## config.mk

```make
export PLATFORM = sky130hd
export DESIGN_NAME = matmul_top
export DESIGN_NICKNAME = d
export VERILOG_FILES = /design/src/logic/matmul_pkg.sv /design/src/logic/mac_accumulate.sv /design/src/logic/matmul_sequencer.sv /design/src/logic/matmul_top.sv /design/src/logic/result_writer.sv
export VERILOG_INCLUDE_DIRS = /design/src /design/src/logic
export SDC_FILE = /design/constraint.sdc
export NUM_CORES = 2
export LEC_CHECK = 0
export ABC_AREA = 1
export BUFFER_PORTS_ARGS = -buffer_cell sky130_fd_sc_hd__buf_2
export CAP_MARGIN = 40
export CORE_ASPECT_RATIO = 0.8
export CORE_MARGIN = 2
export CORE_UTILIZATION = 40
export DETAILED_ROUTE_END_ITERATION = 16
export GPL_TIMING_DRIVEN = 1
export SETUP_SLACK_MARGIN = 0.1
export SLEW_MARGIN = 15
export SYNTH_ARGS = -nofsm -noshare
export SYNTH_HDL_FRONTEND = slang
export SYNTH_SLANG_ARGS = --single-unit
```

## constraint.sdc

```tcl
create_clock -name clk -period 7.1 [get_ports clk]
set_input_delay 0.71 -clock clk [delete_from_list [all_inputs] [get_ports clk]]
set_output_delay 0.71 -clock clk [all_outputs]
set_load 0.01 [all_outputs]
```

## src/logic/matmul_defs.svh

```systemverilog
/* matrix multiply widths and limits
   address, data word, header field and largest dimension */

`ifndef MATMUL_DEFS_SVH
`define MATMUL_DEFS_SVH

// --------------------------------------------------
// memory ports
// --------------------------------------------------

// word address for the A, B and C memories
`define MM_ADDR_W 16

// one memory word, also one matrix element
`define MM_DATA_W 32

// --------------------------------------------------
// headers and dimensions
// --------------------------------------------------

`define MM_DIM_W 16 // one field of a header word

// M, N and K must each lie in 1 .. MM_MAX_DIM
`define MM_MAX_DIM 8

`endif

```

## src/logic/matmul_pkg.sv

```systemverilog
/* shared types of the matrix multiplier
   address, element, dimension and sequencer state */

`default_nettype none

`include "matmul_defs.svh"

package matmul_pkg;

	// --------------------------------------------------
	// datapath types
	// --------------------------------------------------
	typedef logic [`MM_ADDR_W-1:0] mm_addr_t; // memory word address
	typedef logic [`MM_DATA_W-1:0] mm_data_t; // element, wraps at 32 bits
	typedef logic [`MM_DIM_W-1:0]  mm_dim_t;  // M, N or K, or a loop index

	// --------------------------------------------------
	// sequencer FSM
	// --------------------------------------------------
	typedef enum logic [1:0] {
		IDLE   = 2'd0, // ready for a job
		HEADER = 2'd1, // reading word 0 of A and B
		ISSUE  = 2'd2, // one element per cycle
		DRAIN  = 2'd3  // waiting for the last write
	} seq_state_t;

endpackage

`default_nettype wire

```

## src/logic/mac_accumulate.sv

```systemverilog
/* mac_accumulate: tag alignment with the read data and the integer
   multiply-accumulate, one sum per dot product */

`timescale 1ns/10ps
`default_nettype none

`include "matmul_defs.svh"

module mac_accumulate (
	input  logic                clk,
	input  logic                reset_n,
	input  matmul_pkg::mm_data_t a_rd_data,
	input  matmul_pkg::mm_data_t b_rd_data,
	input  logic                elem_valid,
	input  logic                elem_first,
	input  logic                elem_last,
	input  logic                job_last,
	output logic                sum_valid,
	output matmul_pkg::mm_data_t sum,
	output logic                sum_final
);

	import matmul_pkg::*;

	// tags one cycle late, lined up with the memory data
	logic d_valid, d_first, d_last, d_job_last;

	mm_data_t prod;
	mm_data_t acc;
	mm_data_t acc_nxt;

	assign prod    = a_rd_data * b_rd_data;     // low 32 bits kept
	assign acc_nxt = (d_first ? '0 : acc) + prod; // wraps

	always_ff @(posedge clk or negedge reset_n) begin
		if (!reset_n) begin
			d_valid    <= 1'b0;
			d_first    <= 1'b0;
			d_last     <= 1'b0;
			d_job_last <= 1'b0;
			sum_valid  <= 1'b0;
			sum_final  <= 1'b0;
		end else begin
			d_valid    <= elem_valid;
			d_first    <= elem_first;
			d_last     <= elem_last;
			d_job_last <= job_last;
			sum_valid  <= d_valid && d_last;
			sum_final  <= d_valid && d_last && d_job_last;
		end
	end

	// --------------------------------------------------
	// accumulator and result register
	// --------------------------------------------------
	always_ff @(posedge clk) begin
		if (d_valid) begin
			acc <= acc_nxt;
			if (d_last)
				sum <= acc_nxt; // next dot product may start right away
		end
	end

endmodule

`default_nettype wire

```

## src/logic/matmul_sequencer.sv

```systemverilog
/* matmul_sequencer: start handshake, header capture, i/j/k loop counters,
   operand read addresses and per-element tags */

`timescale 1ns/10ps
`default_nettype none

`include "matmul_defs.svh"

module matmul_sequencer (
	input  logic                clk,
	input  logic                reset_n,
	input  logic                dut_valid,
	output logic                dut_ready,
	output matmul_pkg::mm_addr_t a_rd_addr,
	input  matmul_pkg::mm_data_t a_rd_data,
	output matmul_pkg::mm_addr_t b_rd_addr,
	input  matmul_pkg::mm_data_t b_rd_data,
	output logic                elem_valid,
	output logic                elem_first,
	output logic                elem_last,
	output logic                job_last,
	input  logic                job_done
);

	import matmul_pkg::*;

	seq_state_t state;
	logic       hdr_wait; // first HEADER cycle, data not back yet

	mm_dim_t m_dim, k_dim, n_dim;
	mm_dim_t hdr_m, hdr_k, hdr_n;

	// indices of the element currently on the read ports
	mm_dim_t  i_cnt, j_cnt, k_cnt;
	mm_addr_t a_row_base; // 1 + i*K
	mm_addr_t b_col_base; // 1 + j*K

	// next element
	mm_dim_t  i_nxt, j_nxt, k_nxt;
	mm_addr_t a_nxt, b_nxt;
	mm_addr_t a_row_nxt, b_col_nxt;
	logic     last_k, last_j;
	logic     first_nxt, last_nxt, job_last_nxt;

	assign dut_ready = (state == IDLE);

	// header fields, A gives M and K, B gives N
	assign hdr_m = a_rd_data[`MM_DATA_W-1 -: `MM_DIM_W];
	assign hdr_k = a_rd_data[`MM_DIM_W-1:0];
	assign hdr_n = b_rd_data[`MM_DIM_W-1:0];

	// --------------------------------------------------
	// loop advance
	// --------------------------------------------------
	assign last_k = (k_cnt == k_dim - `MM_DIM_W'(1));
	assign last_j = (j_cnt == n_dim - `MM_DIM_W'(1));

	always_comb begin
		// default: step along k, both operands contiguous
		k_nxt     = k_cnt + `MM_DIM_W'(1);
		j_nxt     = j_cnt;
		i_nxt     = i_cnt;
		a_nxt     = a_rd_addr + `MM_ADDR_W'(1);
		b_nxt     = b_rd_addr + `MM_ADDR_W'(1);
		a_row_nxt = a_row_base;
		b_col_nxt = b_col_base;
		if (last_k) begin
			k_nxt = '0;
			if (last_j) begin
				// next row of C, B restarts at column 0
				j_nxt     = '0;
				i_nxt     = i_cnt + `MM_DIM_W'(1);
				a_row_nxt = a_row_base + mm_addr_t'(k_dim);
				a_nxt     = a_row_nxt;
				b_col_nxt = `MM_ADDR_W'(1);
				b_nxt     = `MM_ADDR_W'(1);
			end else begin
				// same row of A again, next column of B
				j_nxt     = j_cnt + `MM_DIM_W'(1);
				a_nxt     = a_row_base;
				b_col_nxt = b_col_base + mm_addr_t'(k_dim);
				b_nxt     = b_col_nxt;
			end
		end
	end

	assign first_nxt    = (k_nxt == '0);
	assign last_nxt     = (k_nxt == k_dim - `MM_DIM_W'(1));
	assign job_last_nxt = last_nxt && (j_nxt == n_dim - `MM_DIM_W'(1)) &&
		(i_nxt == m_dim - `MM_DIM_W'(1));

	// dimensions only change at header capture
	always_ff @(posedge clk) begin
		if (state == HEADER && !hdr_wait) begin
			m_dim <= hdr_m;
			k_dim <= hdr_k;
			n_dim <= hdr_n; // K field of B is not checked
		end
	end

	// --------------------------------------------------
	// FSM, counters and registered read ports
	// --------------------------------------------------
	always_ff @(posedge clk or negedge reset_n) begin
		if (!reset_n) begin
			state      <= IDLE;
			hdr_wait   <= 1'b0;
			i_cnt      <= '0;
			j_cnt      <= '0;
			k_cnt      <= '0;
			a_row_base <= '0;
			b_col_base <= '0;
			a_rd_addr  <= '0;
			b_rd_addr  <= '0;
			elem_valid <= 1'b0;
			elem_first <= 1'b0;
			elem_last  <= 1'b0;
			job_last   <= 1'b0;
		end else begin
			case (state)
				IDLE: begin
					if (dut_valid) begin
						state     <= HEADER;
						hdr_wait  <= 1'b1;
						a_rd_addr <= '0; // header words
						b_rd_addr <= '0;
					end
				end
				HEADER: begin
					if (hdr_wait) begin
						hdr_wait <= 1'b0;
					end else begin
						// element 0 sits at address 1 in both memories
						state      <= ISSUE;
						i_cnt      <= '0;
						j_cnt      <= '0;
						k_cnt      <= '0;
						a_row_base <= `MM_ADDR_W'(1);
						b_col_base <= `MM_ADDR_W'(1);
						a_rd_addr  <= `MM_ADDR_W'(1);
						b_rd_addr  <= `MM_ADDR_W'(1);
						elem_valid <= 1'b1;
						elem_first <= 1'b1;
						elem_last  <= (hdr_k == `MM_DIM_W'(1));
						job_last   <= (hdr_m == `MM_DIM_W'(1)) &&
							(hdr_k == `MM_DIM_W'(1)) && (hdr_n == `MM_DIM_W'(1));
					end
				end
				ISSUE: begin
					if (job_last) begin // last element already out
						state      <= DRAIN;
						elem_valid <= 1'b0;
						elem_first <= 1'b0;
						elem_last  <= 1'b0;
						job_last   <= 1'b0;
					end else begin
						i_cnt      <= i_nxt;
						j_cnt      <= j_nxt;
						k_cnt      <= k_nxt;
						a_row_base <= a_row_nxt;
						b_col_base <= b_col_nxt;
						a_rd_addr  <= a_nxt;
						b_rd_addr  <= b_nxt;
						elem_first <= first_nxt;
						elem_last  <= last_nxt;
						job_last   <= job_last_nxt;
					end
				end
				DRAIN: begin
					if (job_done)
						state <= IDLE;
				end
				default: state <= IDLE;
			endcase
		end
	end

endmodule

`default_nettype wire

```

## src/logic/matmul_top.sv

```systemverilog
/* matmul_top: integer matrix multiplier, C = A x B
   sequencer, multiply-accumulate and C writer on the memory ports */

`timescale 1ns/10ps
`default_nettype none

`include "matmul_defs.svh"

module matmul_top (
	input  logic                clk,
	input  logic                reset_n,

	// start handshake
	input  logic                dut_valid,
	output logic                dut_ready,

	// A and B read ports, one cycle read latency
	output matmul_pkg::mm_addr_t a_rd_addr,
	input  matmul_pkg::mm_data_t a_rd_data,
	output matmul_pkg::mm_addr_t b_rd_addr,
	input  matmul_pkg::mm_data_t b_rd_data,

	// C write port
	output logic                c_wr_en,
	output matmul_pkg::mm_addr_t c_wr_addr,
	output matmul_pkg::mm_data_t c_wr_data
);

	import matmul_pkg::*;

	// --------------------------------------------------
	// stage to stage
	// --------------------------------------------------
	logic     elem_valid;
	logic     elem_first;
	logic     elem_last;
	logic     job_last;
	logic     sum_valid;
	mm_data_t sum;
	logic     sum_final;
	logic     job_done;

	matmul_sequencer u_sequencer (
		.clk        (clk),
		.reset_n    (reset_n),
		.dut_valid  (dut_valid),
		.dut_ready  (dut_ready),
		.a_rd_addr  (a_rd_addr),
		.a_rd_data  (a_rd_data),
		.b_rd_addr  (b_rd_addr),
		.b_rd_data  (b_rd_data),
		.elem_valid (elem_valid),
		.elem_first (elem_first),
		.elem_last  (elem_last),
		.job_last   (job_last),
		.job_done   (job_done)
	);

	mac_accumulate u_mac (
		.clk        (clk),
		.reset_n    (reset_n),
		.a_rd_data  (a_rd_data),
		.b_rd_data  (b_rd_data),
		.elem_valid (elem_valid),
		.elem_first (elem_first),
		.elem_last  (elem_last),
		.job_last   (job_last),
		.sum_valid  (sum_valid),
		.sum        (sum),
		.sum_final  (sum_final)
	);

	result_writer u_writer (
		.clk        (clk),
		.reset_n    (reset_n),
		.sum_valid  (sum_valid),
		.sum        (sum),
		.sum_final  (sum_final),
		.c_wr_en    (c_wr_en),
		.c_wr_addr  (c_wr_addr),
		.c_wr_data  (c_wr_data),
		.job_done   (job_done)
	);

endmodule

`default_nettype wire

```

## src/logic/result_writer.sv

```systemverilog
/* result_writer: C memory write port, row-major write address
   and the end-of-job pulse */

`timescale 1ns/10ps
`default_nettype none

`include "matmul_defs.svh"

module result_writer (
	input  logic                clk,
	input  logic                reset_n,
	input  logic                sum_valid,
	input  matmul_pkg::mm_data_t sum,
	input  logic                sum_final,
	output logic                c_wr_en,
	output matmul_pkg::mm_addr_t c_wr_addr,
	output matmul_pkg::mm_data_t c_wr_data,
	output logic                job_done
);

	import matmul_pkg::*;

	mm_addr_t wr_ptr; // address of the next C word

	always_ff @(posedge clk or negedge reset_n) begin
		if (!reset_n) begin
			c_wr_en   <= 1'b0;
			c_wr_addr <= '0;
			wr_ptr    <= '0;
			job_done  <= 1'b0;
		end else begin
			c_wr_en  <= sum_valid;
			job_done <= sum_valid && sum_final; // same cycle as last write
			if (sum_valid) begin
				c_wr_addr <= wr_ptr;
				// C restarts at word 0 for the next job
				if (sum_final)
					wr_ptr <= '0;
				else
					wr_ptr <= wr_ptr + `MM_ADDR_W'(1);
			end
		end
	end

	always_ff @(posedge clk) begin
		if (sum_valid)
			c_wr_data <= sum;
	end

endmodule

`default_nettype wire

```

==> run summary <==
Pre-Repair DR Iteration Count -> 6
Std-Cell Rows -> 96
R2r startpoint -> u_mac.d_first$_DFF_PN0_
P&R area growth vs syn -> 15.4%
Clock slew at reported path FFs -> 0.07 ns
TritonCTS clock tree -> done
Initial Utilization -> 40.4%
Clk buf depth -> 3
Worst hold path class -> primary input to async pin
Final Cycle Share -> 97.5%
#FFs+latches synth -> 303
Kind of critical path -> primary input to flip-flop
Top cells by area, synth -> fa_1 25%, edfxtp_1 12%, nand2_1 12%
Most used DFF post-synth -> dfrtp_1
Final Wtd Congestion -> 0.944
Mapped Nets -> 5033
Post-Syn Area per Cell -> 7.95 µm²
Total GRT Usage -> 24.1%
Number of max-cap violations -> 0
Max Clock Skew -> 0.0401 ns
Unrepaired setup endpoints after global routing -> yes
Synth cell count leaders -> 1112 x nand2_1, 1082 x inv_1, 440 x fa_1
Num CTS Buffers -> 36
Critical Path RT -> 7.36 ns
Yosys top cell area share -> 25.4%
Hold_buf cts -> 0
Async SR Flop Fraction -> 52.5%
Cell taking the most area after synthesis -> fa_1
Status -> complete, no violations
Synthesized cell area -> 34600 µm²
Final setup fails -> 0
I/O pin count -> 149
Setup crit end kind -> flip-flop
Final hold vios -> 0
Routed WL -> 106000 µm
Register Area -> 8310 µm²
GRT overflow -> 0
Reg2reg end -> u_mac.acc[31]$_DFFE_PP_
Synthesized instance count -> 4358
Most common cell in the synthesized netlist -> nand2_1
DR vias -> 28800
Final core occ -> 46.6%
Post-synthesis sequential area ratio -> 24.0%
Vias in the first global route -> 28000
Area of the multi-input gates -> 21900 µm²
Global-route wire length before repair -> 166000 µm
Distinct cell type count after synthesis -> 58
Final #Nets -> 5318
Final min period -> 6.92 ns
FILL cells -> 8492
Die area -> 89000 µm²
Antenna violations before repair -> 10
Routed WL per cell -> 18.2 µm
Largest net degree at the start of global routing -> 66
Die Wd -> 333 µm
Core box area -> 85800 µm²
CP arrival -> 7.19 ns
Worst setup SP type -> primary input
Root Buffer -> clkbuf_16
Via density -> 4.96
Layout cells sized above 1 -> 12.8%
Max-slew violation count -> 0
Die Y-Extent -> 267 µm
Worst-Margin Slew -> 0.881 ns
Setup TNS -> 0 ns
Final antenna-violating net count -> 0
DP HPWL -> 84300 µm
CP Max Fanout -> 14
Post-synth EDFFs -> 144
Clk_lat worst skew -> 0.58 ns
Relative slew margins -> 41.1%
CTS sink cnt -> 303
Fmax -> 0.144 GHz
IO Port Bufs -> 148
R2R depth -> 25
Remaining DRCs -> 0
H-tree levels -> 2
Synthesis Warnings -> 0
Detailed Route Iter0 Violations -> 2576
Flop-to-flop setup slack -> 0.21 ns
[cell families (layout without fill, tap and decap cells)]
| logic type | after synthesis | in the layout | synth area share, % |
|---|---|---|---|
| other cells | 0 | 2 | 0 |
| mux | 6 | 6 | 0.191 |
| compound gates | 348 | 348 | 5.71 |
| fa+ha+maj | 608 | 608 | 31.5 |
| xor+xnor | 194 | 194 | 4.95 |
| simple gates | 1653 | 1653 | 20.0 |
| flops | 303 | 303 | 24.0 |
| buf+inv | 1246 | 1559 | 13.7 |
[layout make-up]
type / instances / area share [%]
Inverter: 1093 / 10.3
Clock inverter: 22 / 0.673
Multi-Input combinational cell: 2809 / 54.9
Tap cell: 1127 / 3.53
Clock buffer: 44 / 2.40
Antenna cell: 2 / 0.0125
Timing Repair Buffer: 400 / 7.46
Sequential cell: 303 / 20.8
[registers in the layout, summed over array words and instances (netlist names), 2 cells and up]
register                flops
u_mac.acc                  32
u_mac.sum                  32
u_sequencer.a_rd_addr      16
u_sequencer.a_row_base     16
u_sequencer.b_col_base     16
u_sequencer.b_rd_addr      16
u_sequencer.i_cnt          16
u_sequencer.j_cnt          16
u_sequencer.k_cnt          16
u_sequencer.k_dim          16
u_sequencer.m_dim          16
u_sequencer.n_dim          16
u_sequencer.state           2
u_writer.c_wr_addr         16
u_writer.c_wr_data         32
u_writer.wr_ptr            16
[layer usage]
layer  part of all wire [%]  vias to the layer above  wire, µm  track usage, %
met5                  0.067                        -        71               0
met2                     43                      895     45200            35.8
li1                       -                    13700         -               -
met1                     47                    14100     49700            36.4
met4                    1.5                       12      1600            4.00
met3                    8.5                      101      8930            4.85
[timing repair]
item                                    in CTS  in global routing
setup buffers                                1                 13
gates cloned                                 0                  2
gates resized for setup                      6                 78
pin swaps                                    4                 41
endpoints found under the setup margin      10                 18
[worst max path at each step]
stage,start,to,slack (ns)
CTS,u_mac.d_first$_DFF_PN0_,u_mac.acc[31]$_DFFE_PP_,0.10
global route,u_mac.d_first$_DFF_PN0_,u_mac.acc[31]$_DFFE_PP_,-0.008
detailed placement,b_rd_data[0],u_mac.sum[28]$_DFFE_PP_,-0.38
finish,a_rd_data[12],u_mac.acc[31]$_DFFE_PP_,0.18
global placement,b_rd_data[0],u_mac.acc[28]$_DFFE_PP_,-0.30
floorplan,a_rd_data[17],u_mac.acc[31]$_DFFE_PP_,0.11
[cell usage in the layout (no fill, tap or decap), types with 7 or more instances in the layout]
cell type and n:
o22ai_1 50, a21oi_2 10, nand3b_1 15, o21ai_0 121, nand3_1 178, xor2_1 125, a21o_1 7, edfxtp_1 144
clkinv_2 7, nand4_1 29, buf_2 146, buf_12 22, fa_2 10, a21oi_1 91, o21ai_1 11, ha_4 11
inv_2 13, xnor2_1 67, ha_1 157, dfrtp_1 157, clkbuf_16 37, nor2_2 31, nor3_1 37, nor2_1 186
o211ai_1 14, nand2_1 1106, fa_1 430, inv_1 1074, nand2_2 18, buf_4 223, nor4_1 22, or2_2 10
[worst max-delay path, cell delays in order]
cell,delay [ns]
buf_2,0.40
buf_4,0.23
buf_12,0.10
nand2_1,0.06
fa_1,0.49
inv_1,0.05
fa_1,0.53
fa_1,0.46
fa_1,0.53
inv_1,0.06
fa_1,0.54
inv_1,0.06
fa_1,0.53
fa_1,0.56
inv_1,0.07
fa_1,0.59
inv_1,0.07
ha_1,0.29
a21oi_1,0.15
inv_1,0.06
a21oi_1,0.12
nor2_1,0.05
nor2_1,0.12
nand2_2,0.08
xnor2_2,0.13
xor2_1,0.15
[per-stage QoR]
stage / hold WS (ns) / cells / setup slack, ns / cell area (µm²)
finish: 0.109 / 5800 / 0.176 / 40000
global route: 0.130 / 5798 / -0.00847 / 40000
CTS: 0.109 / 5782 / 0.102 / 39400
detailed placement: 0.372 / 5715 / -0.378 / 38200
global placement: 0.374 / 5713 / -0.302 / 38200
floorplan: 0.348 / 4358 / 0.115 / 34700
Power is not shown: default switching activity piles up to over one toggle a cycle in this logic, so the estimate is an artifact.
